File: src/verilog/mem_access_pkg.sv
//--------------------------------------------------------------------------
// Shared types and constants for the memory access stage.
// Lane 0 is the most significant 32-bit word of a cache line.
//--------------------------------------------------------------------------
`default_nettype none

package mem_access_pkg;
	localparam int LINE_W = 512;
	localparam int LANES = 16;
	localparam int MASK_W = 64;

	localparam logic [29:0] CORE_ID = 30'd0;	// Upper bits of strand ID read

	localparam logic [1:0] FMT_MEM = 2'b10;

	// Control register numbers
	localparam logic [4:0] CR_STRAND = 5'd0;
	localparam logic [4:0] CR_SCRATCH = 5'd7;
	localparam logic [4:0] CR_HALT = 5'd31;

	typedef enum logic [3:0] {
		OP_BYTE = 4'd0,
		OP_BYTE_SIGNED = 4'd1,
		OP_HALF = 4'd2,
		OP_HALF_SIGNED = 4'd3,
		OP_WORD = 4'd4,
		OP_WORD_SYNC = 4'd5,
		OP_CTRL_REG = 4'd6,		// Control register transfer in memory format
		OP_BLOCK = 4'd7,
		OP_BLOCK_MASK = 4'd8,
		OP_BLOCK_INVMASK = 4'd9,
		OP_STRIDED = 4'd10,
		OP_STRIDED_MASK = 4'd11,
		OP_STRIDED_INVMASK = 4'd12,
		OP_SCATTER = 4'd13,
		OP_SCATTER_MASK = 4'd14,
		OP_SCATTER_INVMASK = 4'd15
	} op_type_e;

	// Same word, seen as a memory access or as a control register transfer
	typedef union packed {
		struct packed {
			logic [1:0] fmt;
			logic is_load;
			op_type_e op_type;
			logic [19:0] middle;
			logic [4:0] reg_num;
		} mem;
		struct packed {
			logic [1:0] fmt;
			logic is_load;
			op_type_e op_type;
			logic [19:0] middle;
			logic [4:0] cr_index;
		} cr;
	} instr_u;
endpackage

`default_nettype wire

File: src/verilog/store_data_align.sv
//--------------------------------------------------------------------------
// Places store data on the cache line in big-endian byte order.
// Scalar data is replicated into every word; the write mask picks the lane.
//--------------------------------------------------------------------------
`timescale 1ns/1ps
`default_nettype none

module store_data_align (
	input mem_access_pkg::instr_u instruction_i,
	input wire logic [mem_access_pkg::LINE_W-1:0] store_value_i,
	input wire logic [1:0] addr_low_i,
	input wire logic [3:0] reg_lane_select_i,
	output logic [mem_access_pkg::LINE_W-1:0] ddata_o,
	output logic [3:0] byte_mask_o
);
	logic [mem_access_pkg::LINE_W-1:0] swapped_line;
	logic [31:0] lane_value;
	logic [31:0] scalar_word;

	function automatic logic [31:0] swap32(input logic [31:0] w);
		return {w[7:0], w[15:8], w[23:16], w[31:24]};
	endfunction

	// Lane 0 sits at the top of the line
	assign lane_value = store_value_i[{~reg_lane_select_i, 5'd0} +: 32];

	for (genvar i = 0; i < mem_access_pkg::LANES; i++)
	begin : g_swap
		assign swapped_line[i*32 +: 32] = swap32(store_value_i[i*32 +: 32]);
	end

	always_comb
	begin
		byte_mask_o = 4'b1111;
		scalar_word = swap32(store_value_i[31:0]);
		ddata_o = swapped_line;
		case (instruction_i.mem.op_type)
			mem_access_pkg::OP_BYTE, mem_access_pkg::OP_BYTE_SIGNED:
			begin
				byte_mask_o = 4'b1000 >> addr_low_i;
				scalar_word = {store_value_i[7:0], 24'd0} >> {addr_low_i, 3'b000};
				ddata_o = {mem_access_pkg::LANES{scalar_word}};
			end

			mem_access_pkg::OP_HALF, mem_access_pkg::OP_HALF_SIGNED:
			begin
				byte_mask_o = 4'b1100 >> {addr_low_i[1], 1'b0};
				scalar_word = {store_value_i[7:0], store_value_i[15:8], 16'd0}
					>> {addr_low_i[1], 4'b0000};
				ddata_o = {mem_access_pkg::LANES{scalar_word}};
			end

			mem_access_pkg::OP_WORD, mem_access_pkg::OP_WORD_SYNC,
			mem_access_pkg::OP_CTRL_REG:
				ddata_o = {mem_access_pkg::LANES{scalar_word}};

			mem_access_pkg::OP_STRIDED, mem_access_pkg::OP_STRIDED_MASK,
			mem_access_pkg::OP_STRIDED_INVMASK,
			mem_access_pkg::OP_SCATTER, mem_access_pkg::OP_SCATTER_MASK,
			mem_access_pkg::OP_SCATTER_INVMASK:
			begin
				scalar_word = swap32(lane_value);	// One register lane
				ddata_o = {mem_access_pkg::LANES{scalar_word}};
			end

			default:	// Block vector
				ddata_o = swapped_line;
		endcase
	end
endmodule

`default_nettype wire

File: config.mk
export PLATFORM = sky130hd
export DESIGN_NAME = store_data_align
export DESIGN_NICKNAME = d
export VERILOG_FILES = /design/src/verilog/mem_access_pkg.sv /design/src/verilog/store_data_align.sv
export SDC_FILE = /design/constraint.sdc
export NUM_CORES = 1
export LEC_CHECK = 0
export ABC_AREA = 1
export CAP_MARGIN = 20
export CORE_AREA = 2 2 421 423
export DETAILED_ROUTE_END_ITERATION = 8
export DIE_AREA = 0 0 423 425
export DONT_BUFFER_PORTS = 1
export GPL_TIMING_DRIVEN = 0
export MAX_ROUTING_LAYER = met4
export RECOVER_POWER = 25
export SYNTH_ARGS = -nofsm -noshare
export SYNTH_HDL_FRONTEND = slang
export SYNTH_SLANG_ARGS = --single-unit
export TNS_END_PERCENT = 20
File: constraint.sdc
create_clock -name vclk -period 2
set_clock_uncertainty 0.2 [all_clocks]
set_input_delay 0.2 -clock vclk [all_inputs]
set_output_delay 0.2 -clock vclk [all_outputs]
set_load 0.1 [all_outputs]
Word-level counts from Yosys, hierarchy flattened:

Cells that the tools add are included.

* logic and storage cells: 25
* input port bits: 550
* output and inout bits: 516
* bits in registers: 0

* bitwise operators: 1
* equal/unequal tests: 12
* mux-type cells: 2
* reduce and logical (&&, ||, !) cells: 5
* shifts and indexed selects: 5

Operator list (count)
* case mux 512 bit (4 select lines): 1
* variable part select 512 x 10 -> 32 bit: 1
* right shift 32 x 5 -> 32 bit: 2
* == test 4 bit (second input constant): 6
* == test 4 x 3 -> 1 bit (second input constant): 3
* == test 4 x 2 -> 1 bit (second input constant): 2
* case mux 4 bit (2 select lines): 1
* right shift 4 x 2 -> 4 bit (first input constant): 2
* OR reduction 6 bit: 1
* == test 4 x 1 -> 1 bit (second input constant): 1
* logical NOT 4 bit: 1
* NOT 4 bit: 1
* OR reduction 2 bit: 2
* OR reduction 3 bit: 1

Depth between registers and ports, before layout:

* depth in word-level cells: 3
* depth in mapped cells: 11
* mapped depth without buffers: 8

Worst setup path after synthesis:

Ideal clock, no wire load.

* path kind: input to output
* from: input reg_lane_select_i[0]
* to: output ddata_o[178] in the netlist's numbering
* path buffers: 4
* data arrival time: 2.094 ns
* data required time: 1.600 ns
* stages: 11
* path slack: -0.494 ns
* path through: buf_2 > inv_1 > buf_2 > buf_4 > nand2_1 > nand3_1 > nand3_1 > nand3_1 > nand3_1 > buf_2 > nand3_1

* cells in the longest elaborated chain, start to end: 3

RTL lines
* from (decl): line store_data_align.sv:12 `input wire logic [3:0] reg_lane_select_i,`
* NOT 4 bit: line store_data_align.sv:25 `assign lane_value = store_value_i[{~reg_lane_select_i, 5'd0} +: 32];`
* variable part select 512 x 10 -> 32 bit: line store_data_align.sv:25
* case mux 512 bit (4 select lines): line store_data_align.sv:37 `case (instruction_i.mem.op_type)`
* to (decl): line store_data_align.sv:13 `output logic [mem_access_pkg::LINE_W-1:0] ddata_o,`

Every way passes these cells.

Worst setup path in the final report:

* from: input reg_lane_select_i[0]
* to: output ddata_o[498] in the netlist's numbering

The elaborated chain is that of the path after synthesis.

==> metrics <==
Peak Freq 401 MHz; Overflow after GRT 0; Synth top area share 46.8%; VDD IR max 0.308 mV; I/O Buffers 0; Synth cell types 16; RSZ-0062 raised after global routing yes; Final setup viols 515; vias in the first global route 21105; Pwr Total 22100 uW; Worst setup startpoint reg_lane_select_i[0]; Pre-antenna DRT Iters 8; leading area contributor after synthesis nand3_1; Critical Path End ddata_o[498]; layout cells sized above 1 50.1%; Hold Crit Class input port to output pin; CP arrival 2.09 ns; Max FO, Critical Path 8; Pins Over Slew Limit 0; largest net degree at the start of global routing 12; leading cell type in the layout, fill and taps excluded nand2_1; Final nets 3280; Die Area 180000 sq um; Tmin final 2.49 ns; worst setup margin -0.495 ns; Global Route Usage Sum 26.0%; Worst EP required 1.60 ns; synth top area cells nand3_1, nand2_1, buf_2; initial antenna violation count 121; Avg Inst Size Synth 4.42 sq um; run status complete, but fails checks; Slew @ Worst Pin 1.12 ns; leak pwr 0.0136 uW; worst hold slack 0.500 ns; Clock Buffer Count 0; DR vias 24108; warnings from Yosys 0; PwrDens 725 nW/um^2; Post-Syn Area 10600 sq um; synth-to-layout area growth 188%; TNS Setup -178.89 ns; initial drt markers 3388; Worst slew margin 25.3%; hpwl dp 200000 um; failing checks setup timing; CP startpoint kind input port; antenna-violating nets left 0; FFs & Latches 0; DRC violations left 0; die height 425 um; Ports 1066; Cells after Synth 2399; total area of sequential cells 0 sq um; commonest cells after routing, fill and taps aside nand2_1, nand3_4, nand3_1; DR WL/cell 46.7 um; Final Wtd Congestion 1.02; WS Path Type input port to output pin; core footprint 175000 sq um; sequential cell area fraction in the yosys report 0%; first-pass GRT wire length 286000 um; CP Capture Type output pin; max cap viols 0; Row Count 154; Initial Util 6.05%; Syn Nets 2949; routed wire length 247000 um; Via density 4.55; pre-CTS setup slack -2.81 ns; final worst-path cycle share 125%; # placed instances 4822; Hold Fails Final Rpt 0; # hold bufs at CTS 0; # fillers 19539; Chip Width 423 um; fin cells 5293
==> how the worst min path moves through the flow <==
stage                   endpoint  cells after the start               start
finish              ddata_o[398]                      2  store_value_i[406]
global route         ddata_o[15]                      2   store_value_i[23]
CTS                   ddata_o[3]                      2   store_value_i[27]
detailed placement  ddata_o[402]                      2  store_value_i[394]
global placement    ddata_o[402]                      2  store_value_i[394]
floorplan           ddata_o[108]                      2  store_value_i[116]
==> critical path: stages <==
cell and delay [ns]:
buf_16 0.13, clkinv_16 0.09, buf_16 0.17, buf_16 0.16, buf_12 0.15, nand2_4 0.06
nand3_2 0.06, nand3_2 0.11, nand3_2 0.11, nand3_4 0.15, buf_6 0.14, nand3_2 0.50
==> synthesized netlist by cell type, types with 8 or more instances <==
library cell  instances
a21boi_2              8
a21oi_1               9
buf_1                19
buf_2               149
buf_4                12
clkbuf_1             50
inv_1                58
nand2_1            1065
nand3_1             991
nor2_1               25
o2bb2ai_1             8
==> metrics by stage <==
| step | area, sq um | utilization (%) |
|---|---|---|
| after floorplan | 12100 | - |
| after global placement | 15000 | 8.58 |
| after detailed placement | 17200 | 9.79 |
| after CTS | 26200 | 14.9 |
| after global routing | 30500 | 17.4 |
| final | 30500 | 17.4 |
==> power breakdown <==
part	switching, uW	leakage, uW	internal (uW)
Sequential	0	0	0
Combinational	17300	0.0136	4840
Clock	0	0.00000143	0.0154
==> layer usage <==
layer	global-route usage, %	routed length, um	vias to the layer above
met5	-	0	-
met4	14.5	20400	0
met3	17.9	44200	905
met2	41.2	111000	2603
met1	23.1	71800	11540
li1	-	-	9060
==> cell type report <==
| class | count | area, sq um | area share (%) |
|---|---|---|---|
| Timing Repair Buffer | 331 | 5730 | 18.7 |
| Inverter | 60 | 274 | 0.897 |
| Buffer | 228 | 3720 | 12.2 |
| Tap cell | 2340 | 2930 | 9.59 |
| Antenna cell | 225 | 563 | 1.84 |
| Multi-Input combinational cell | 2109 | 17300 | 56.8 |
==> what timing repair did <==
| action | CTS | global route |
|---|---|---|
| setup endpoints to repair | 515 | 516 |
| pin swaps | 123 | 156 |
| setup buffers | 93 | 116 |
| resized for setup | 1459 | 461 |
| cloned | 24 | 18 |
==> cell families (layout without fill, tap and decap cells) <==
family	Yosys count	in the layout	share of synthesized area (%)
AND/OR/NAND/NOR	2084	2084	85.6
buffers and inverters	290	619	12.5
other	0	225	0
AO/OA/AOI/OAI	25	25	1.94
Note: power is estimated with default switching activity, not from simulation.
