===== config.mk =====
export PLATFORM = sky130hd
export DESIGN_NAME = write_mask_gen
export DESIGN_NICKNAME = d
export VERILOG_FILES = /design/src/verilog/mem_access_pkg.sv /design/src/verilog/write_mask_gen.sv
export SDC_FILE = /design/constraint.sdc
export NUM_CORES = 1
export LEC_CHECK = 0
export ABC_CLOCK_PERIOD_IN_PS = 2840
export BUFFER_PORTS_ARGS = -buffer_cell sky130_fd_sc_hd__clkbuf_2
export CAP_MARGIN = 20
export CORE_MARGIN = 2
export CORE_UTILIZATION = 45
export DETAILED_ROUTE_END_ITERATION = 7
export GPL_TIMING_DRIVEN = 0
export PLACE_DENSITY = 0.85
export SLEW_MARGIN = 20
export SYNTH_ARGS = -nofsm -noshare
export SYNTH_HDL_FRONTEND = slang
export SYNTH_SLANG_ARGS = --single-unit

===== constraint.sdc =====
create_clock -name vclk -period 2.84
set_input_delay 0.568 -clock vclk [all_inputs]
set_output_delay 0.568 -clock vclk [all_outputs]
set_load 0.02 [all_outputs]

===== src/verilog/mem_access_pkg.sv =====
//--------------------------------------------------------------------------
// Shared types and constants for the memory access stage.
// Lane 0 is the most significant 32-bit word of a cache line.
//--------------------------------------------------------------------------
`default_nettype none

package mem_access_pkg;
	localparam int LINE_W = 512;
	localparam int LANES = 16;
	localparam int MASK_W = 64;

	localparam logic [29:0] CORE_ID = 30'd0;	// Upper bits of strand ID read

	localparam logic [1:0] FMT_MEM = 2'b10;

	// Control register numbers
	localparam logic [4:0] CR_STRAND = 5'd0;
	localparam logic [4:0] CR_SCRATCH = 5'd7;
	localparam logic [4:0] CR_HALT = 5'd31;

	typedef enum logic [3:0] {
		OP_BYTE = 4'd0,
		OP_BYTE_SIGNED = 4'd1,
		OP_HALF = 4'd2,
		OP_HALF_SIGNED = 4'd3,
		OP_WORD = 4'd4,
		OP_WORD_SYNC = 4'd5,
		OP_CTRL_REG = 4'd6,		// Control register transfer in memory format
		OP_BLOCK = 4'd7,
		OP_BLOCK_MASK = 4'd8,
		OP_BLOCK_INVMASK = 4'd9,
		OP_STRIDED = 4'd10,
		OP_STRIDED_MASK = 4'd11,
		OP_STRIDED_INVMASK = 4'd12,
		OP_SCATTER = 4'd13,
		OP_SCATTER_MASK = 4'd14,
		OP_SCATTER_INVMASK = 4'd15
	} op_type_e;

	// Same word, seen as a memory access or as a control register transfer
	typedef union packed {
		struct packed {
			logic [1:0] fmt;
			logic is_load;
			op_type_e op_type;
			logic [19:0] middle;
			logic [4:0] reg_num;
		} mem;
		struct packed {
			logic [1:0] fmt;
			logic is_load;
			op_type_e op_type;
			logic [19:0] middle;
			logic [4:0] cr_index;
		} cr;
	} instr_u;
endpackage

`default_nettype wire


===== src/verilog/write_mask_gen.sv =====
//--------------------------------------------------------------------------
// Byte write enables for one cache line, lane 0 most significant.
// Control register transfers enable no bytes.
//--------------------------------------------------------------------------
`timescale 1ns/1ps
`default_nettype none

module write_mask_gen (
	input mem_access_pkg::instr_u instruction_i,
	input wire logic is_cr_transfer_i,
	input wire logic [mem_access_pkg::LANES-1:0] mask_i,
	input wire logic [3:0] reg_lane_select_i,
	input wire logic [3:0] cache_lane_select_i,
	input wire logic [3:0] byte_mask_i,
	output logic [mem_access_pkg::MASK_W-1:0] write_mask_o
);
	logic [mem_access_pkg::LANES-1:0] cache_lane_bit;
	logic [mem_access_pkg::LANES-1:0] word_mask;

	assign cache_lane_bit = {1'b1, {(mem_access_pkg::LANES - 1){1'b0}}} >> cache_lane_select_i;

	always_comb
	begin
		case (instruction_i.mem.op_type)
			mem_access_pkg::OP_BLOCK, mem_access_pkg::OP_BLOCK_MASK,
			mem_access_pkg::OP_BLOCK_INVMASK:
				word_mask = mask_i;

			mem_access_pkg::OP_STRIDED, mem_access_pkg::OP_STRIDED_MASK,
			mem_access_pkg::OP_STRIDED_INVMASK,
			mem_access_pkg::OP_SCATTER, mem_access_pkg::OP_SCATTER_MASK,
			mem_access_pkg::OP_SCATTER_INVMASK:
			begin
				// Only if the register lane is active
				if (mask_i[~reg_lane_select_i])
					word_mask = cache_lane_bit;
				else
					word_mask = '0;
			end

			default:	// Scalar
				word_mask = cache_lane_bit;
		endcase

		if (is_cr_transfer_i)
			word_mask = '0;
	end

	for (genvar i = 0; i < mem_access_pkg::LANES; i++)
	begin : g_expand
		assign write_mask_o[i*4 +: 4] = {4{word_mask[i]}} & byte_mask_i;	// Four bytes per word
	end
endmodule

`default_nettype wire

### After elaboration in Yosys (flattened, before gate mapping)

Index checks and enable logic that the tools add are counted.

| storage, ports and cells | value |
|---|---|
| register bits after elaboration | 0 |
| bits in latches | 0 |
| memory bits (writable) | 0 |
| memory bits (read-only) | 0 |
| input port bits | 61 |
| output and inout port bits | 64 |
| logic and storage cells | 35 |
| memories kept | 0 |

| operators by class | value |
|---|---|
| $add $sub $neg | 0 |
| multipliers | 0 |
| div/mod/pow operators | 0 |
| order comparisons | 1 |
| equality and inequality tests | 9 |
| shifts and indexed selects | 1 |
| muxes and demuxes | 5 |
| bitwise operators | 17 |
| reductions and logical operators | 2 |

Operators with widths:

| operator | number |
|---|---|
| 4-bit AND | 16 |
| 4-bit == test, second input constant | 8 |
| 16-bit 2-to-1 mux | 2 |
| 16-bit one-hot mux with 2 select lines | 1 |
| 16-bit by 4-bit right shift with 16-bit output, first input constant | 1 |
| 6-bit OR reduction | 1 |
| 4-bit by 5-bit < comparator with 1-bit output, second input constant | 1 |
| 1-bit binary-select mux with 4-bit select | 1 |
| 4-bit by 3-bit == test with 1-bit output, second input constant | 1 |
| 4-bit inverter | 1 |
| 3-bit OR reduction | 1 |
| 1-bit 2-to-1 mux | 1 |

### Longest topological paths before layout

| logic depth | value |
|---|---|
| depth in word-level cells | 7 |
| gate-level depth with buffers | 7 |
| mapped depth without buffers | 4 |

### Worst setup path before layout

OpenSTA, ideal clock, no wires.

| timing | value |
|---|---|
| path type | in2out |
| start point | in reg_lane_select_i[0] |
| end point | out write_mask_o[3] (netlist bit) |
| arrival time | 2157 ps |
| required time | 2272 ps |
| slack | 115 ps |
| cell stages on the path | 6 |
| path buffers | 2 |
| path through | buf_6 > mux2i_1 > mux4_2 > and3_1 > buf_6 > o31ai_1 |

| on the way | value |
|---|---|
| cells in the longest elaborated chain, start to end | 7 |

RTL lines:

| element | line | RTL |
|---|---|---|
| start: declaration | write_mask_gen.sv:12 | `input wire logic [3:0] reg_lane_select_i,` |
| 4-bit inverter | write_mask_gen.sv:35 | `if (mask_i[~reg_lane_select_i])` |
| 1-bit binary-select mux with 4-bit select | write_mask_gen.sv:35 |  |
| 1-bit 2-to-1 mux (not written as such) | write_mask_gen.sv:35 |  |
| 16-bit 2-to-1 mux | write_mask_gen.sv:35 |  |
| 16-bit one-hot mux with 2 select lines | write_mask_gen.sv:24 | `case (instruction_i.mem.op_type)` |
| 16-bit 2-to-1 mux | write_mask_gen.sv:45 | `if (is_cr_transfer_i)` |
| 4-bit AND | write_mask_gen.sv:51 | `assign write_mask_o[i*4 +: 4] = {4{word_mask[i]}} & byte_mask_i;` |
| end: declaration | write_mask_gen.sv:15 | `output logic [mem_access_pkg::MASK_W-1:0] write_mask_o` |

No other way between the ends. The select of a mux whose other input is x is not followed.

### Worst setup path in the final report

| timing | value |
|---|---|
| start point | in reg_lane_select_i[0] |
| end point | out write_mask_o[19] (netlist bit) |

Same word-level chain as after synthesis.

==> impl_metrics.tcl <==
set metrics [dict create \
    dp_hpwl_um 4902 \
    period_minus_slack_ns 2.838 \
    fp-row-count 23 \
    clkbuf_count 0 \
    route.detailed.drc 0 \
    crit_top_cell "buf_8" \
    cp-start-kind "input pin" \
    clockPowerShare_pct 0 \
    powerDensity_nw_per_um2 125.7 \
    seq_power_share_pct 0 \
    netlist_instances 265 \
    synth_cell_type_count 27 \
    grt_overflow 0 \
    setup_viol 0 \
    intPower_w 0.0001157 \
    via_count 2404 \
    ys_seq_area_share_pct 0 \
    start_util_pct 46.80 \
    grt_max_degree 11 \
    core_area_um2 4029 \
    holdWs_ns 1.527 \
    die_y_um 68.73 \
    final_cell_mix "nand2_1 (132), clkbuf_2 (63), o31ai_2 (49)" \
    path_cells "buf_6, mux2i_1, mux4_2, and3_4, buf_8, buf_8, o31ai_2, buf_4" \
    port_buffers 92 \
    finalHoldViolCount 0 \
    initialDrtViolationCount 157 \
    first_global_vias 2183 \
    hold_start "mask_i[15]" \
    syn_avg_cell_area_um2 7.115 \
    drive_above_1_share_pct 55.65 \
    antenna_found_initial 0 \
    rsz0062_at_grt "true" \
    holdPathStages 4 \
    fmax_mhz 352.3 \
    required_ns 2.27 \
    num_io_pins 125 \
    synth_fp_nets 326 \
    comb_power_share_pct 100.0 \
    layout_commonest_cell "nand2_1" \
    p_leak_nw 1.147 \
    cp_slowest_cell "mux4_2" \
    grt_pass1_wl_um 10130 \
    min_to "write_mask_o[61]" \
    syn_area_um2 1886 \
    crit_path_end_kind "primary output" \
    maxCapViolCount 0 \
    final-seq-area_um2 0 \
    n_antenna_cell 0 \
    synth_top_area_share_pct 37.82 \
    finalWirelength_um 6720 \
    routedWlPerCell_um 16.27 \
    die_area_um2 4724 \
    power.total_w 0.0003352 \
    yosysWarnings 0 \
    multi_input_area_um2 1793 \
    path_class "in2out" \
    cp.arrival_ns 2.27 \
    swShare_pct 65.48 \
    slowest_delay_ns 0.48 \
    gp_congestion 0.8955 \
    flops_and_latches 0 \
    yosysTopAreaCell "o31ai_2" \
    die_w_um 68.73 \
    drtPass1Iterations 4 \
    worstHoldPathType "in2out" \
    worst-path-max-fanout 10 \
    vdd_drop_max_uv 58.55 \
    grt_util_all_layers_pct 27.40 \
    min_period_over_period_pct 99.94 \
    relSlewSlack_pct 58.03 \
    areaGrowthSynthToFinish_pct 41.41 \
    synth.top_cells.by_area "o31ai_2 (38%), nand2_1 (26%), buf_8 (4.8%)" \
    p_switching_w 0.0002195 \
    status "finished clean" \
    tightest_slew_ns 0.6269 \
    ant_nets 0 \
    slew_viol_final 0 \
    fillCellCount 303 \
    vias_per_cell 5.821 \
    nNetsFinal 426 \
]
## stage by stage
stage	instance area (um^2)	instances	setup TNS [ns]	setup WS (ns)	util, %
floorplan	1886	265	0	0.1147	-
global placement	2409	407	-5.315	-0.1381	59.78
detailed placement	2409	407	-6.636	-0.1706	59.78
CTS	2507	413	0	0.001777	62.24
global route	2666	413	-1.415	-0.05605	66.18
finish	2666	413	0	0.001634	66.18
## synth_stat cells (all sizes together)
master   instances
mux4             1
mux2i            6
or3              1
mux2             2
a31oi            1
nor2             3
nand2          132
buf             23
a41o             1
clkbuf           3
and3b            1
and3             2
or3b             1
a31o             1
nor3b            7
nor3             5
inv              5
a211oi           4
a2bb2oi          1
nand4b           1
o31ai           64
## repair_timing
| action | in CTS | in global routing |
|---|---|---|
| resized for setup | 12 | 66 |
| pin swaps | 4 | 0 |
| endpoints found under the setup margin | 61 | 63 |
| hold buffers | 0 | 0 |
| setup buffers | 6 | 0 |
## worst max-delay path, delay by kind of cell
kind / cells / cell delay, ns
AOI/OAI and AO/OA: 1 / 0.26
buffers and inverters: 4 / 0.62
and+or+nand+nor: 1 / 0.20
muxes: 2 / 0.61
## logic make-up (layout without fill, tap and decap cells)
family                 count (synthesis)  in the layout  synth area share (%)
AOI/OAI and AO/OA                     72             72                 48.84
buffers and inverters                 31            129                 12.21
muxes                                  9              9                 5.574
and+or+nand+nor                      153            153                 33.38
## layout make-up
| class | count | area share (%) |
|---|---|---|
| inverter | 5 | 0.7039 |
| tap | 50 | 2.346 |
| timing repair buffer | 98 | 21.21 |
| multi-input combinational | 234 | 67.25 |
| buffer | 26 | 8.494 |
## metal layers
metal	wire [um]	GRT usage (%)	part of all wire, %
met5	0	0	0
met4	123	5.882	1.8
met3	575	1.461	8.6
met2	3395	50.72	51
met1	2626	34.73	39
## how the worst max path moves through the flow
stage	from	end	slack, ns	cells after the start
2_1_floorplan	reg_lane_select_i[0]	write_mask_o[3]	0.11	6
3_3_place_gp	is_cr_transfer_i	write_mask_o[14]	-0.14	6
3_5_place_dp	is_cr_transfer_i	write_mask_o[20]	-0.17	6
4_1_cts	reg_lane_select_i[0]	write_mask_o[19]	0.002	8
5_1_grt	reg_lane_select_i[1]	write_mask_o[15]	-0.06	8
6_report	reg_lane_select_i[0]	write_mask_o[19]	0.002	8
## power groups by stage
| stage | sequential (W) | clock [W] | combinational [W] |
|---|---|---|---|
| after floorplan | 0 | 0 | 0.000213 |
| after global placement | 0 | 0 | 0.000296 |
| after detailed placement | 0 | 0 | 0.000302 |
| after CTS | 0 | 0 | 0.000311 |
| after global routing | 0 | 0 | 0.000358 |
| final | 0 | 0 | 0.000335 |
No activity file was read; power rests on OpenSTA's default activity.
