[src/verilog/mem_access_pkg.sv]
//--------------------------------------------------------------------------
// Shared types and constants for the memory access stage.
// Lane 0 is the most significant 32-bit word of a cache line.
//--------------------------------------------------------------------------
`default_nettype none

package mem_access_pkg;
	localparam int LINE_W = 512;
	localparam int LANES = 16;
	localparam int MASK_W = 64;

	localparam logic [29:0] CORE_ID = 30'd0;	// Upper bits of strand ID read

	localparam logic [1:0] FMT_MEM = 2'b10;

	// Control register numbers
	localparam logic [4:0] CR_STRAND = 5'd0;
	localparam logic [4:0] CR_SCRATCH = 5'd7;
	localparam logic [4:0] CR_HALT = 5'd31;

	typedef enum logic [3:0] {
		OP_BYTE = 4'd0,
		OP_BYTE_SIGNED = 4'd1,
		OP_HALF = 4'd2,
		OP_HALF_SIGNED = 4'd3,
		OP_WORD = 4'd4,
		OP_WORD_SYNC = 4'd5,
		OP_CTRL_REG = 4'd6,		// Control register transfer in memory format
		OP_BLOCK = 4'd7,
		OP_BLOCK_MASK = 4'd8,
		OP_BLOCK_INVMASK = 4'd9,
		OP_STRIDED = 4'd10,
		OP_STRIDED_MASK = 4'd11,
		OP_STRIDED_INVMASK = 4'd12,
		OP_SCATTER = 4'd13,
		OP_SCATTER_MASK = 4'd14,
		OP_SCATTER_INVMASK = 4'd15
	} op_type_e;

	// Same word, seen as a memory access or as a control register transfer
	typedef union packed {
		struct packed {
			logic [1:0] fmt;
			logic is_load;
			op_type_e op_type;
			logic [19:0] middle;
			logic [4:0] reg_num;
		} mem;
		struct packed {
			logic [1:0] fmt;
			logic is_load;
			op_type_e op_type;
			logic [19:0] middle;
			logic [4:0] cr_index;
		} cr;
	} instr_u;
endpackage

`default_nettype wire

[src/verilog/mem_access_ctrl.sv]
//--------------------------------------------------------------------------
// Decode, rollback and control registers of the memory access stage.
// Never stalls; a miss or full store buffer only requests a rollback.
// Halt is sticky until reset.
//--------------------------------------------------------------------------
`timescale 1ns/1ps
`default_nettype none

module mem_access_ctrl (
	input wire logic clk,
	input wire logic reset_i,
	input wire logic flush_i,
	input mem_access_pkg::instr_u instruction_i,
	input wire logic [1:0] strand_id_i,
	input wire logic [31:0] pc_i,
	input wire logic [mem_access_pkg::LINE_W-1:0] store_value_i,
	input wire logic [mem_access_pkg::LINE_W-1:0] result_i,
	input wire logic [mem_access_pkg::LANES-1:0] mask_i,
	input wire logic [3:0] reg_lane_select_i,
	input wire logic [3:0] cache_lane_select_i,
	input wire logic has_writeback_i,
	input wire logic [6:0] writeback_reg_i,
	input wire logic writeback_is_vector_i,
	input wire logic was_access_i,
	input wire logic cache_hit_i,
	input wire logic dstbuf_full_i,
	output logic is_cr_transfer_o,
	output logic dwrite_o,
	output logic rollback_request_o,
	output logic [31:0] rollback_address_o,
	output logic halt_o,
	output mem_access_pkg::instr_u instruction_o,
	output logic [1:0] strand_id_o,
	output logic has_writeback_o,
	output logic [6:0] writeback_reg_o,
	output logic writeback_is_vector_o,
	output logic [mem_access_pkg::LANES-1:0] mask_o,
	output logic [mem_access_pkg::LINE_W-1:0] result_o,
	output logic [3:0] reg_lane_select_o,
	output logic [3:0] cache_lane_select_o
);
	logic is_mem_fmt;
	logic cr_write;
	logic [31:0] cr_scratch;
	logic [mem_access_pkg::LINE_W-1:0] result_nxt;

	assign is_mem_fmt = instruction_i.mem.fmt == mem_access_pkg::FMT_MEM;
	assign is_cr_transfer_o = is_mem_fmt
		&& instruction_i.mem.op_type == mem_access_pkg::OP_CTRL_REG;
	assign cr_write = is_cr_transfer_o && !instruction_i.cr.is_load;

	// Store still flagged when buffer is full, so the cache skips the load
	assign dwrite_o = is_mem_fmt && !instruction_i.mem.is_load && !is_cr_transfer_o;

	assign rollback_request_o = was_access_i
		&& (instruction_i.mem.is_load ? !cache_hit_i : dstbuf_full_i);
	assign rollback_address_o = pc_i - 32'd4;	// Re-issue this instruction

	// Reads from control registers replace the result
	always_comb
	begin
		result_nxt = result_i;
		if (is_cr_transfer_o)
		begin
			case (instruction_i.cr.cr_index)
				mem_access_pkg::CR_STRAND:
					result_nxt = {{(mem_access_pkg::LINE_W - 32){1'b0}},
						mem_access_pkg::CORE_ID, strand_id_i};
				mem_access_pkg::CR_SCRATCH:
					result_nxt = {{(mem_access_pkg::LINE_W - 32){1'b0}}, cr_scratch};
				default:
					result_nxt = '0;
			endcase
		end
	end

	// Writes to control registers
	always_ff @(posedge clk)
	begin
		if (reset_i)
		begin
			cr_scratch <= '0;
			halt_o <= 1'b0;
		end
		else if (cr_write)
		begin
			if (instruction_i.cr.cr_index == mem_access_pkg::CR_SCRATCH)
				cr_scratch <= store_value_i[31:0];
			else if (instruction_i.cr.cr_index == mem_access_pkg::CR_HALT)
				halt_o <= 1'b1;	// Any value halts
		end
	end

	always_ff @(posedge clk)
	begin
		if (reset_i || flush_i)
		begin
			instruction_o <= '0;
			strand_id_o <= '0;
			has_writeback_o <= 1'b0;
			writeback_reg_o <= '0;
			writeback_is_vector_o <= 1'b0;
			mask_o <= '0;
			result_o <= '0;
			reg_lane_select_o <= '0;
			cache_lane_select_o <= '0;
		end
		else
		begin
			instruction_o <= instruction_i;
			strand_id_o <= strand_id_i;
			has_writeback_o <= has_writeback_i;
			writeback_reg_o <= writeback_reg_i;
			writeback_is_vector_o <= writeback_is_vector_i;
			mask_o <= mask_i;
			result_o <= result_nxt;
			reg_lane_select_o <= reg_lane_select_i;
			cache_lane_select_o <= cache_lane_select_i;
		end
	end
endmodule

`default_nettype wire

[config.mk]
export PLATFORM = sky130hd
export DESIGN_NAME = mem_access_ctrl
export DESIGN_NICKNAME = d
export VERILOG_FILES = /design/src/verilog/mem_access_pkg.sv /design/src/verilog/mem_access_ctrl.sv
export SDC_FILE = /design/constraint.sdc
export NUM_CORES = 1
export LEC_CHECK = 0
export BUFFER_PORTS_ARGS = -buffer_cell sky130_fd_sc_hd__buf_2
export CORE_AREA = 4 4 683 685
export CTS_CLUSTER_SIZE = 40
export DETAILED_ROUTE_END_ITERATION = 6
export DIE_AREA = 0 0 687 689
export GPL_ROUTABILITY_DRIVEN = 0
export SYNTH_ARGS = -nofsm -noshare
export SYNTH_HDL_FRONTEND = slang
export SYNTH_SLANG_ARGS = --single-unit
export TNS_END_PERCENT = 20
[constraint.sdc]
create_clock -name clk -period 2.5 [get_ports clk]
set_input_delay 0 -clock clk [delete_from_list [all_inputs] [get_ports clk]]
set_output_delay 0 -clock clk [all_outputs]
set_load 0.02 [all_outputs]
# == Word level (Yosys, flattened, before mapping) ==
# Index checks and enable logic that the tools add are counted.
# word_totals
ff_bits,612
input_bits,1129
out_inout_bits,615
wordCells,32
# classes
add_sub_neg,1
eq_ne,4
mux,3
bitwise_logic,1
n_reduce_logical,12
# ops
operator,n
$mux W512,1
$pmux W32 S2,1
$sub A32 B3 Y32 const B,1
$eq A5 B3 Y1 const B,1
$eq A5 B5 Y1 const B,1
$logic_and A1 B1 Y1,5
$logic_not A5 Y1,1
$eq A4 B3 Y1 const B,1
$logic_not A1 Y1,3
$reduce_and A3 Y1,1
$eq A2 B2 Y1 const B,1
$reduce_and A2 Y1,1
$logic_or A1 B1 Y1,1
$mux W1,1
$not A1 Y1,1

# == Longest topological paths before layout ==
# Gate-level depths: netlist of run 1.
# logic_depth
word_depth,4
depth_mapped,7
depth_no_buf,5

# == Worst setup path after synthesis of run 1 ==
# OpenSTA, ideal clock, no wires.
# synth_timing
kind,input port to output port
from,input port pc_i[25]
to,output port rollback_address_o[30]
arrival_time_ps,1633
required_ps,2500
slack_ps,867
path_stages,4
n_path_buf,0
cell_sequence,or4_4 > or4_4 > nor4_2 > xor2_1
# synth_via
elab_chain_cells,1
# synth_lines
item,line,rtl
start: declaration,mem_access_ctrl.sv:15,"input wire logic [31:0] pc_i,"
$sub A32 B3 Y32,mem_access_ctrl.sv:57,assign rollback_address_o = pc_i - 32'd4;
end: declaration,mem_access_ctrl.sv:30,"output logic [31:0] rollback_address_o,"
# No other way between the ends.

# == Final worst setup path of run 1 ==
# layout_timing
from,input port instruction_i[28] in the netlist's numbering
to,register cr_scratch[13]
# layout_via
elab_chain_cells,4
# layout_lines
item,line,rtl
start: declaration,mem_access_ctrl.sv:13,"input mem_access_pkg::instr_u instruction_i,"
$eq A4 B3 Y1,mem_access_ctrl.sv:49,&& instruction_i.mem.op_type == mem_access_pkg::OP_CTRL_REG;
$logic_and A1 B1 Y1,mem_access_ctrl.sv:49,
$logic_and A1 B1 Y1,mem_access_ctrl.sv:50,assign cr_write = is_cr_transfer_o && !instruction_i.cr.is_load;
$reduce_and A2 Y1 (no line),-,
end signal: assignment,mem_access_ctrl.sv:88,cr_scratch <= store_value_i[31:0];
end: declaration,mem_access_ctrl.sv:44,logic [31:0] cr_scratch;
# No other way between the ends.
# A chain may end at the register's enable or synchronous reset.

==> results of run 1 <==
routing by layer:
metal | vias to the layer above | GRT usage, %
li1 | 9722 | -
met1 | 10440 | 12.87
met2 | 1341 | 17.23
met3 | 544 | 4.887
met4 | 182 | 7.896
met5 | - | 0
kinds of logic after synthesis:
logic type | synth area share (%)
AO/OA/AOI/OAI | 2.849
AND/OR/NAND/NOR | 23.43
buffers and inverters | 1.885
XOR/XNOR | 1.309
adder cells (fa/ha/maj) | 0.07194
flip-flops | 70.45
what timing repair did:
item / 4_1_cts / 5_1_grt
setup endpoints to repair: 0 / 9
endpoints found under the hold margin: 612 / 0
resized for setup: 0 / 1
hold buffers: 1101 / 0
sequential cells by signal (all words and copies together) (netlist names):
| name | flops |
|---|---|
| strand_id_o | 2 |
| writeback_is_vector_o | 1 |
| writeback_reg_o | 7 |
| cr_scratch | 32 |
| reg_lane_select_o | 4 |
| instruction_o | 32 |
| halt_o | 1 |
| has_writeback_o | 1 |
| cache_lane_select_o | 4 |
| result_o | 512 |
| mask_o | 16 |
power groups by stage:
stage | Clock, mW | Sequential [mW] | Combinational [mW]
after floorplan | 0 | 10.9 | 0.419
after global placement | 0 | 10.4 | 2.90
after detailed placement | 0 | 10.4 | 2.91
after CTS | 13.6 | 10.2 | 4.68
after global routing | 13.9 | 10.3 | 4.80
final | 13.0 | 10.2 | 4.54
path summary, 6_finish.rpt:
kind	slack (ns)	to	from	depth (start not counted)
worst max-delay path	0.11	cr_scratch[13]	instruction_i[28]	9
worst min-delay path	0.00004	rollback_address_o[1]	pc_i[1]	0
worst max register to register	1.04	result_o[0]	cr_scratch[0]	4
worst min register to register	0.46	cr_scratch[31]	cr_scratch[31]	2
stage by stage:
step / util, % / instance area [um2]
final: 9.977 / 45850
after global routing: 9.924 / 45600
after CTS: 9.854 / 45280
after detailed placement: 6.823 / 31350
after global placement: 6.823 / 31350
after floorplan: - / 17390
layout make-up:
type | instances | area [um2] | area share [%]
sequential | 612 | 12250 | 26.72
clock inverter | 40 | 439.2 | 0.9579
clock buffer | 116 | 2470 | 5.387
tap | 6149 | 7694 | 16.78
multi-input combinational | 777 | 4831 | 10.54
inverter | 3 | 11.26 | 0.02456
antenna | 225 | 563.0 | 1.228
timing repair buffer | 2384 | 17590 | 38.36
placed cells by master, fill, tap and decap left out, types with 4 or more instances in the layout:
cell type,n
nor3_1,12
clkbuf_16,90
nand2_1,68
buf_12,7
nor4_1,7
nand3_1,4
clkinv_2,11
or3_1,5
a21oi_1,34
a22o_1,32
and2_1,548
xnor2_1,6
buf_4,17
bufinv_16,6
clkbuf_1,14
inv_6,8
dfxtp_1,612
dlygate4sd3_1,1101
buf_2,1259
diode_2,225
clkinv_4,4
xor2_1,20
clkbuf_8,12
clkinvlp_4,8
nor2_1,9
worst reg2reg max path, cell delays in order, from the launching register on:
cell and delay [ns]:
dfxtp_1 0.34, a22o_1 0.27, nand3_1 0.11, a21oi_1 0.15
dlygate4sd3_1 0.54
==> key figures, run 1 <==
Timing
  – Setup repair after global routing missed its margin: no
  – WHS: 0.00004175 ns
  – Max transition margin: 57.52%
  – Largest clock skew in the final design: 0.05128 ns
  – Setup TNS: 0 ns
  – Total of endpoints with negative setup slack in the final report: 0
  – Share of the clock period used by the worst path: 95.62%
  – Number of max-slew violations in the final report: 0
  – Tightest Pin Transition: 0.6372 ns
  – Peak Freq: 418.3 MHz
  – Minimum period implied by the final worst setup slack: 2.391 ns
  – Hold violation count in the final report: 0
  – Worst path setup slack after routing: 0.1094 ns

Status
  – Status: complete, no violations

Power and ir drop
  – Part of the total power dissipated in the clock network: 46.8%
  – Leak Pwr: 19.20 nW
  – Proportion of power drawn by combinational gates: 16.3%
  – Internal power consumption: 19.66 mW
  – Reported net switching power: 8.139 mW
  – Share of total power in sequential cells: 36.8%
  – Total power divided by cell area: 606.3 nW/um2
  – Max VDD drop: 0.0005298 V
  – Fraction of power spent switching nets: 29.28%
  – Total power draw: 27.80 mW

Cells and area
  – Layout fillers: 52880
  – Net count, final: 4997
  – Non-filler cells in the finished layout: 10310
  – Fraction of layout cells with a size suffix above 1: 36.57%
  – Area grow syn2layout: 163.6%

Setup path
  – Largest fanout of any net on the critical path: 32
  – CP delay by family, top: buffers and inverters
  – Kind of start point of the critical path: primary input
  – Worst path max stage delay: 0.57 ns
  – Crit path max-delay cell type: dlygate4sd3_1
  – Arrival time of the worst setup path: 3.15 ns
  – Critical Path Most Common Cell: dlygate4sd3_1
  – Critical path required time: 3.26 ns
  – Critical setup path kind: primary input to flop
  – Critical path, cell by cell: dlygate4sd3_1 > buf_2 > nor4bb_1 > and4_2 > buf_12 > nand2_1 > dlygate4sd3_1 > a21oi_1 > dlygate4sd3_1
  – Buffers & Inverters on Critical Path: 5
  – Critical path capture point type: flop

Floorplan
  – Number of rows in the core area: 249
  – Number of top-level pins: 1744
  – Vertical die dimension: 689 um
  – Chip width: 687 um
  – Die Outline Area: 473300 um2
  – Core area: 459500 um2
  – Initial cell density of the core: 3.784%

Detailed routing
  – DR vias/cell: 2.157
  – Violation count after the first detailed-routing iteration: 1207
  – Wl on met1: 106600 um
  – Total via count after detailed routing: 22230
  – Highest layer used for signal routing: met5
  – Wire length on met3: 28570 um
  – DRC: 0
  – Length of the first detailed-routing pass in iterations: 5
  – Total routed wirelength: 279600 um
  – Routed length on met2: 119200 um
  – Antenna-violating nets left: 0
  – Post-DR wirelength/cell: 27.13 um

Clock tree
  – TritonCTS clock tree: done
  – Clock network latency to the later pin of the worst-skew pair: 0.82 ns
  – Maximum clock path buffer count: 4
  – Clock Tree Root: clkbuf_16
  – H-tree levels: 3
  – Number of CTS-inserted buffers: 89
  – Buffers inserted by post-CTS timing repair: 0
  – Worst-path clk slew: 0.06 ns
  – Num Clock Sinks: 612

Yosys
  – Yosys top cell area share: 70.45%
  – Prevailing post-synth register cell: dfxtp_1
  – Mean post-synth cell area: 11.81 um2
  – Async S/R FF share, synth: 0%
  – Cell type with the highest aggregate area in the netlist: dfxtp_1
  – EDFF count, synth: 0
  – Net count of the mapped netlist: 2603
  – Synth top area cells: dfxtp_1 (70%), and2_1 (20%), clkbuf_1 (1.6%), a22o_1 (1.6%), nand2_1 (1.5%)
  – Sequential element share of the synthesized area: 70.45%
  – Total standard cell area after synthesis: 17390 um2
  – Cells after Synth: 1473
  – Number of storage elements in the synthesis netlist: 612
  – Netlist cell types: 39
  – Synth Warn #: 0
  – Top cells by count, synth: dfxtp_1 (612), and2_1 (548), clkbuf_1 (75)
  – Leading cell type by number of instances after synthesis: dfxtp_1

Global route
  – Total Routing Usage GR: 11.38%
  – First-pass GRT wire length: 326300 um
  – Number of global-route vias before repair: 22150
  – Antenna violations before repair: 394
  – Maximum number of pins on one net before global-route repair: 97
  – Total grt overflow: 0

Placed design
  – Number of buffers inserted by port buffering: 1259
  – Post-DP HPWL: 247600 um
  – Worst-case setup slack after placement: 0.2206 ns
  – Placed insts: 8824

Hold path
  – Worst Hold Class: primary input to output pin

Flow run
  – Count of maximum capacitance violations: 0
Power figures use the tool's default switching activity.
==> inputs of run 2 (changes only) <==
- CTS_BUF_LIST: default -> sky130_fd_sc_hd__clkbuf_16
- RECOVER_POWER: default -> 25
==> run 2 against run 1 <==
First-iteration DRC count is 2.2% higher. Core utilization is 0.10 points lower. Die area stayed put. Clock power is 3% lower. Wire length is 0.16% lower.
==> key figures, run 2 (synthesis gave the netlist of run 1 again) <==
Floorplan
  – Chip width: 687 um (unchanged)
  – Die Outline Area: 473300 um2 (unchanged)
  – Core area: 459500 um2 (unchanged)
  – Number of top-level pins: 1744 (unchanged)
  – Vertical die dimension: 689 um (unchanged)
  – Number of rows in the core area: 249 (unchanged)
  – Initial cell density of the core: 3.784% (unchanged)

Setup path
  – Buffers & Inverters on Critical Path: 5 (unchanged)
  – Critical path capture point type: flop (unchanged)
  – Largest fanout of any net on the critical path: 32 (unchanged)
  – Crit path max-delay cell type: dlygate4sd3_1 (unchanged)
  – Arrival time of the worst setup path: 3.15 ns (about the same)
  – Critical path, cell by cell: dlygate4sd3_1 > buf_2 > nor4bb_1 > and4_2 > buf_12 > nand2_1 > dlygate4sd3_1 > a21oi_1 > dlygate4sd3_1 (unchanged)
  – Worst reg2reg path startpoint: cr_scratch[0] (unchanged)
  – Worst Setup SP: instruction_i[28] (unchanged)
  – Critical path required time: 3.25 ns (was 3.26 ns)
  – Critical setup path kind: primary input to flop (unchanged)
  – Worst path max stage delay: 0.57 ns (about the same)
  – Critical Path Most Common Cell: dlygate4sd3_1 (unchanged)
  – CP delay by family, top: buffers and inverters (unchanged)
  – Depth of the worst register-to-register path: 4 (unchanged)
  – Endpoint of the most critical register-to-register path: result_o[0] (unchanged)
  – Critical path depth: 9 (unchanged)
  – Slack of the worst reg-to-reg path: 1.02 ns (was 1.04 ns)
  – Kind of start point of the critical path: primary input (unchanged)

Power and ir drop
  – Max VDD drop: 0.0005248 V (was 0.0005298 V)
  – Total power divided by cell area: 601.1 nW/um2 (was 606.3 nW/um2)
  – Leak Pwr: 18.13 nW (was 19.20 nW)

Timing
  – Largest clock skew in the final design: 0.04787 ns (was 0.05128 ns)
  – Tightest Pin Transition: 1.205 ns (was 0.6372 ns)
  – Setup TNS: 0 ns (unchanged)
  – Total of endpoints with negative setup slack in the final report: 0 (unchanged)
  – Minimum period implied by the final worst setup slack: 2.404 ns (was 2.391 ns)
  – Number of max-slew violations in the final report: 0 (unchanged)
  – Worst path setup slack after routing: 0.09621 ns (was 0.1094 ns)
  – Hold violation count in the final report: 0 (unchanged)
  – WHS: 0.00004171 ns (was 0.00004175 ns)
  – Share of the clock period used by the worst path: 96.15% (was 95.62%)
  – Max transition margin: 19.66% (was 57.52%)
  – Setup repair after global routing missed its margin: no (unchanged)
  – Peak Freq: 416.0 MHz (was 418.3 MHz)

Flow run
  – Count of maximum capacitance violations: 0 (unchanged)

Cells and area
  – Fraction of layout cells with a size suffix above 1: 29.54% (was 36.57%)
  – Register bank with the most flops: result_o (unchanged)
  – Commonest cells after routing, fill and taps aside: dlygate4sd3_1 (1102), buf_2 (996), dfxtp_1 (612) (was buf_2 (1259), dlygate4sd3_1 (1101), dfxtp_1 (612))
  – Net count, final: 4998 (was 4997)
  – Final core utilization: 9.877% (was 9.977%)
  – Layout fillers: 53030 (was 52880)
  – Top Registers: result_o x512, cr_scratch x32, instruction_o x32 (unchanged)
  – Flip-flop count of the largest register after layout: 512 (unchanged)
  – Area grow syn2layout: 161.0% (was 163.6%)
  – Non-filler cells in the finished layout: 10300 (was 10310)
  – Area taken by multi-input logic gates: 4823 um2 (was 4831 um2)
  – Most common cell after layout, fill and taps aside: dlygate4sd3_1 (was buf_2)
  – Area used by sequential logic in the layout: 12250 um2 (unchanged)

Clock tree
  – Clock Tree Root: clkbuf_16 (unchanged)
  – TritonCTS clock tree: done (unchanged)
  – Buffers inserted by post-CTS timing repair: 0 (unchanged)
  – Number of CTS-inserted buffers: 89 (unchanged)
  – Worst-path clk slew: 0.06 ns (about the same)
  – Maximum clock path buffer count: 4 (unchanged)
  – Clock network latency to the later pin of the worst-skew pair: 0.81 ns (was 0.82 ns)
  – Num Clock Sinks: 612 (unchanged)
  – H-tree levels: 3 (unchanged)

Detailed routing
  – Violation count after the first detailed-routing iteration: 1234 (was 1207)
  – Length of the first detailed-routing pass in iterations: 5 (unchanged)
  – DR vias/cell: 2.145 (was 2.157)
  – Antenna-violating nets left: 0 (unchanged)
  – Post-DR wirelength/cell: 27.10 um (was 27.13 um)
  – Total via count after detailed routing: 22100 (was 22230)
  – Total routed wirelength: 279200 um (was 279600 um)
  – DRC: 0 (unchanged)

Global route
  – Antenna violations before repair: 394 (unchanged)
  – Global-route met1 utilization: 12.98% (was 12.87%)
  – M3 GR Usage: 4.707% (was 4.887%)
  – Most Used Layer, Global Route: met2 (unchanged)
  – Number of global-route vias before repair: 22160 (was 22150)
  – First-pass GRT wire length: 326200 um (was 326300 um)
  – Global-route met2 utilization: 17.36% (was 17.23%)
  – Total grt overflow: 0 (unchanged)
  – Total Routing Usage GR: 11.37% (was 11.38%)
  – Maximum number of pins on one net before global-route repair: 97 (unchanged)

Hold path
  – Hold Crit Start: pc_i[1] (unchanged)
  – Worst Hold Class: primary input to output pin (unchanged)
  – Worst Hold Endpoint: rollback_address_o[1] (unchanged)
  – Hold path depth: 0 (unchanged)

Placed design
  – Worst-case setup slack after placement: 0.2206 ns (unchanged)
  – Placed insts: 8824 (unchanged)
  – Number of buffers inserted by port buffering: 1259 (unchanged)
  – Post-DP HPWL: 247600 um (unchanged)

Status
  – Status: complete, no violations (unchanged)
[run 2: cell count changes in the layout (fill, tap and decap cells not counted), moves of 4 or more]
cell,before,now
and2_0,0,16
and2_1,548,532
buf_2,1259,996
clkbuf_1,14,263
clkbuf_8,12,0
clkinv_1,0,12
diode_2,225,221
inv_1,3,17
[run 2: timing repair]
action / 4_1_cts / 5_1_grt
resized for setup: 0 / 1
hold endpoints to repair: 612 / 0
hold buffers: 1102 / 0
setup endpoints to repair: 0 / 8
[run 2: how the worst max path moves through the flow]
stage / slack (ns) / end
5_1_grt: 0.04 / cr_scratch[13]
3_5_place_dp: 0.22 / result_o[15]
3_3_place_gp: 0.26 / result_o[15]
6_report: 0.1 / cr_scratch[13]
2_1_floorplan: 0.87 / rollback_address_o[30]
4_1_cts: 0.17 / cr_scratch[14]
[run 2: layout make-up]
type | count | share of cell area, %
Antenna cell | 221 | 1.218
Clock inverter | 66 | 1.183
Tap cell | 6149 | 16.95
Multi-Input combinational cell | 777 | 10.63
Clock buffer | 90 | 4.962
Inverter | 3 | 0.02481
Timing Repair Buffer | 2385 | 38.04
Sequential cell | 612 | 26.99
[run 2: stage by stage]
stage | total power [mW] | instance area [um2]
2_1_floorplan | 11.35 | 17390
3_3_place_gp | 13.33 | 31350
3_5_place_dp | 13.35 | 31350
4_1_cts | 28.07 | 45170
5_1_grt | 28.49 | 45150
6_report | 27.28 | 45390
[run 2: where the power goes]
group | internal (mW) | total, mW | switching [mW]
clock network | 7.18 | 12.6 | 5.38
logic | 1.87 | 4.48 | 2.61
registers | 10.1 | 10.2 | 0.106
[run 2: per-layer routing]
metal | vias up | share of wire (%) | routed length, um
li1 | 9717 | - | -
met1 | 10340 | 38 | 106100
met2 | 1328 | 43 | 119900
met3 | 533 | 10 | 28880
met4 | 178 | 8.3 | 23130
met5 | - | 0.41 | 1158
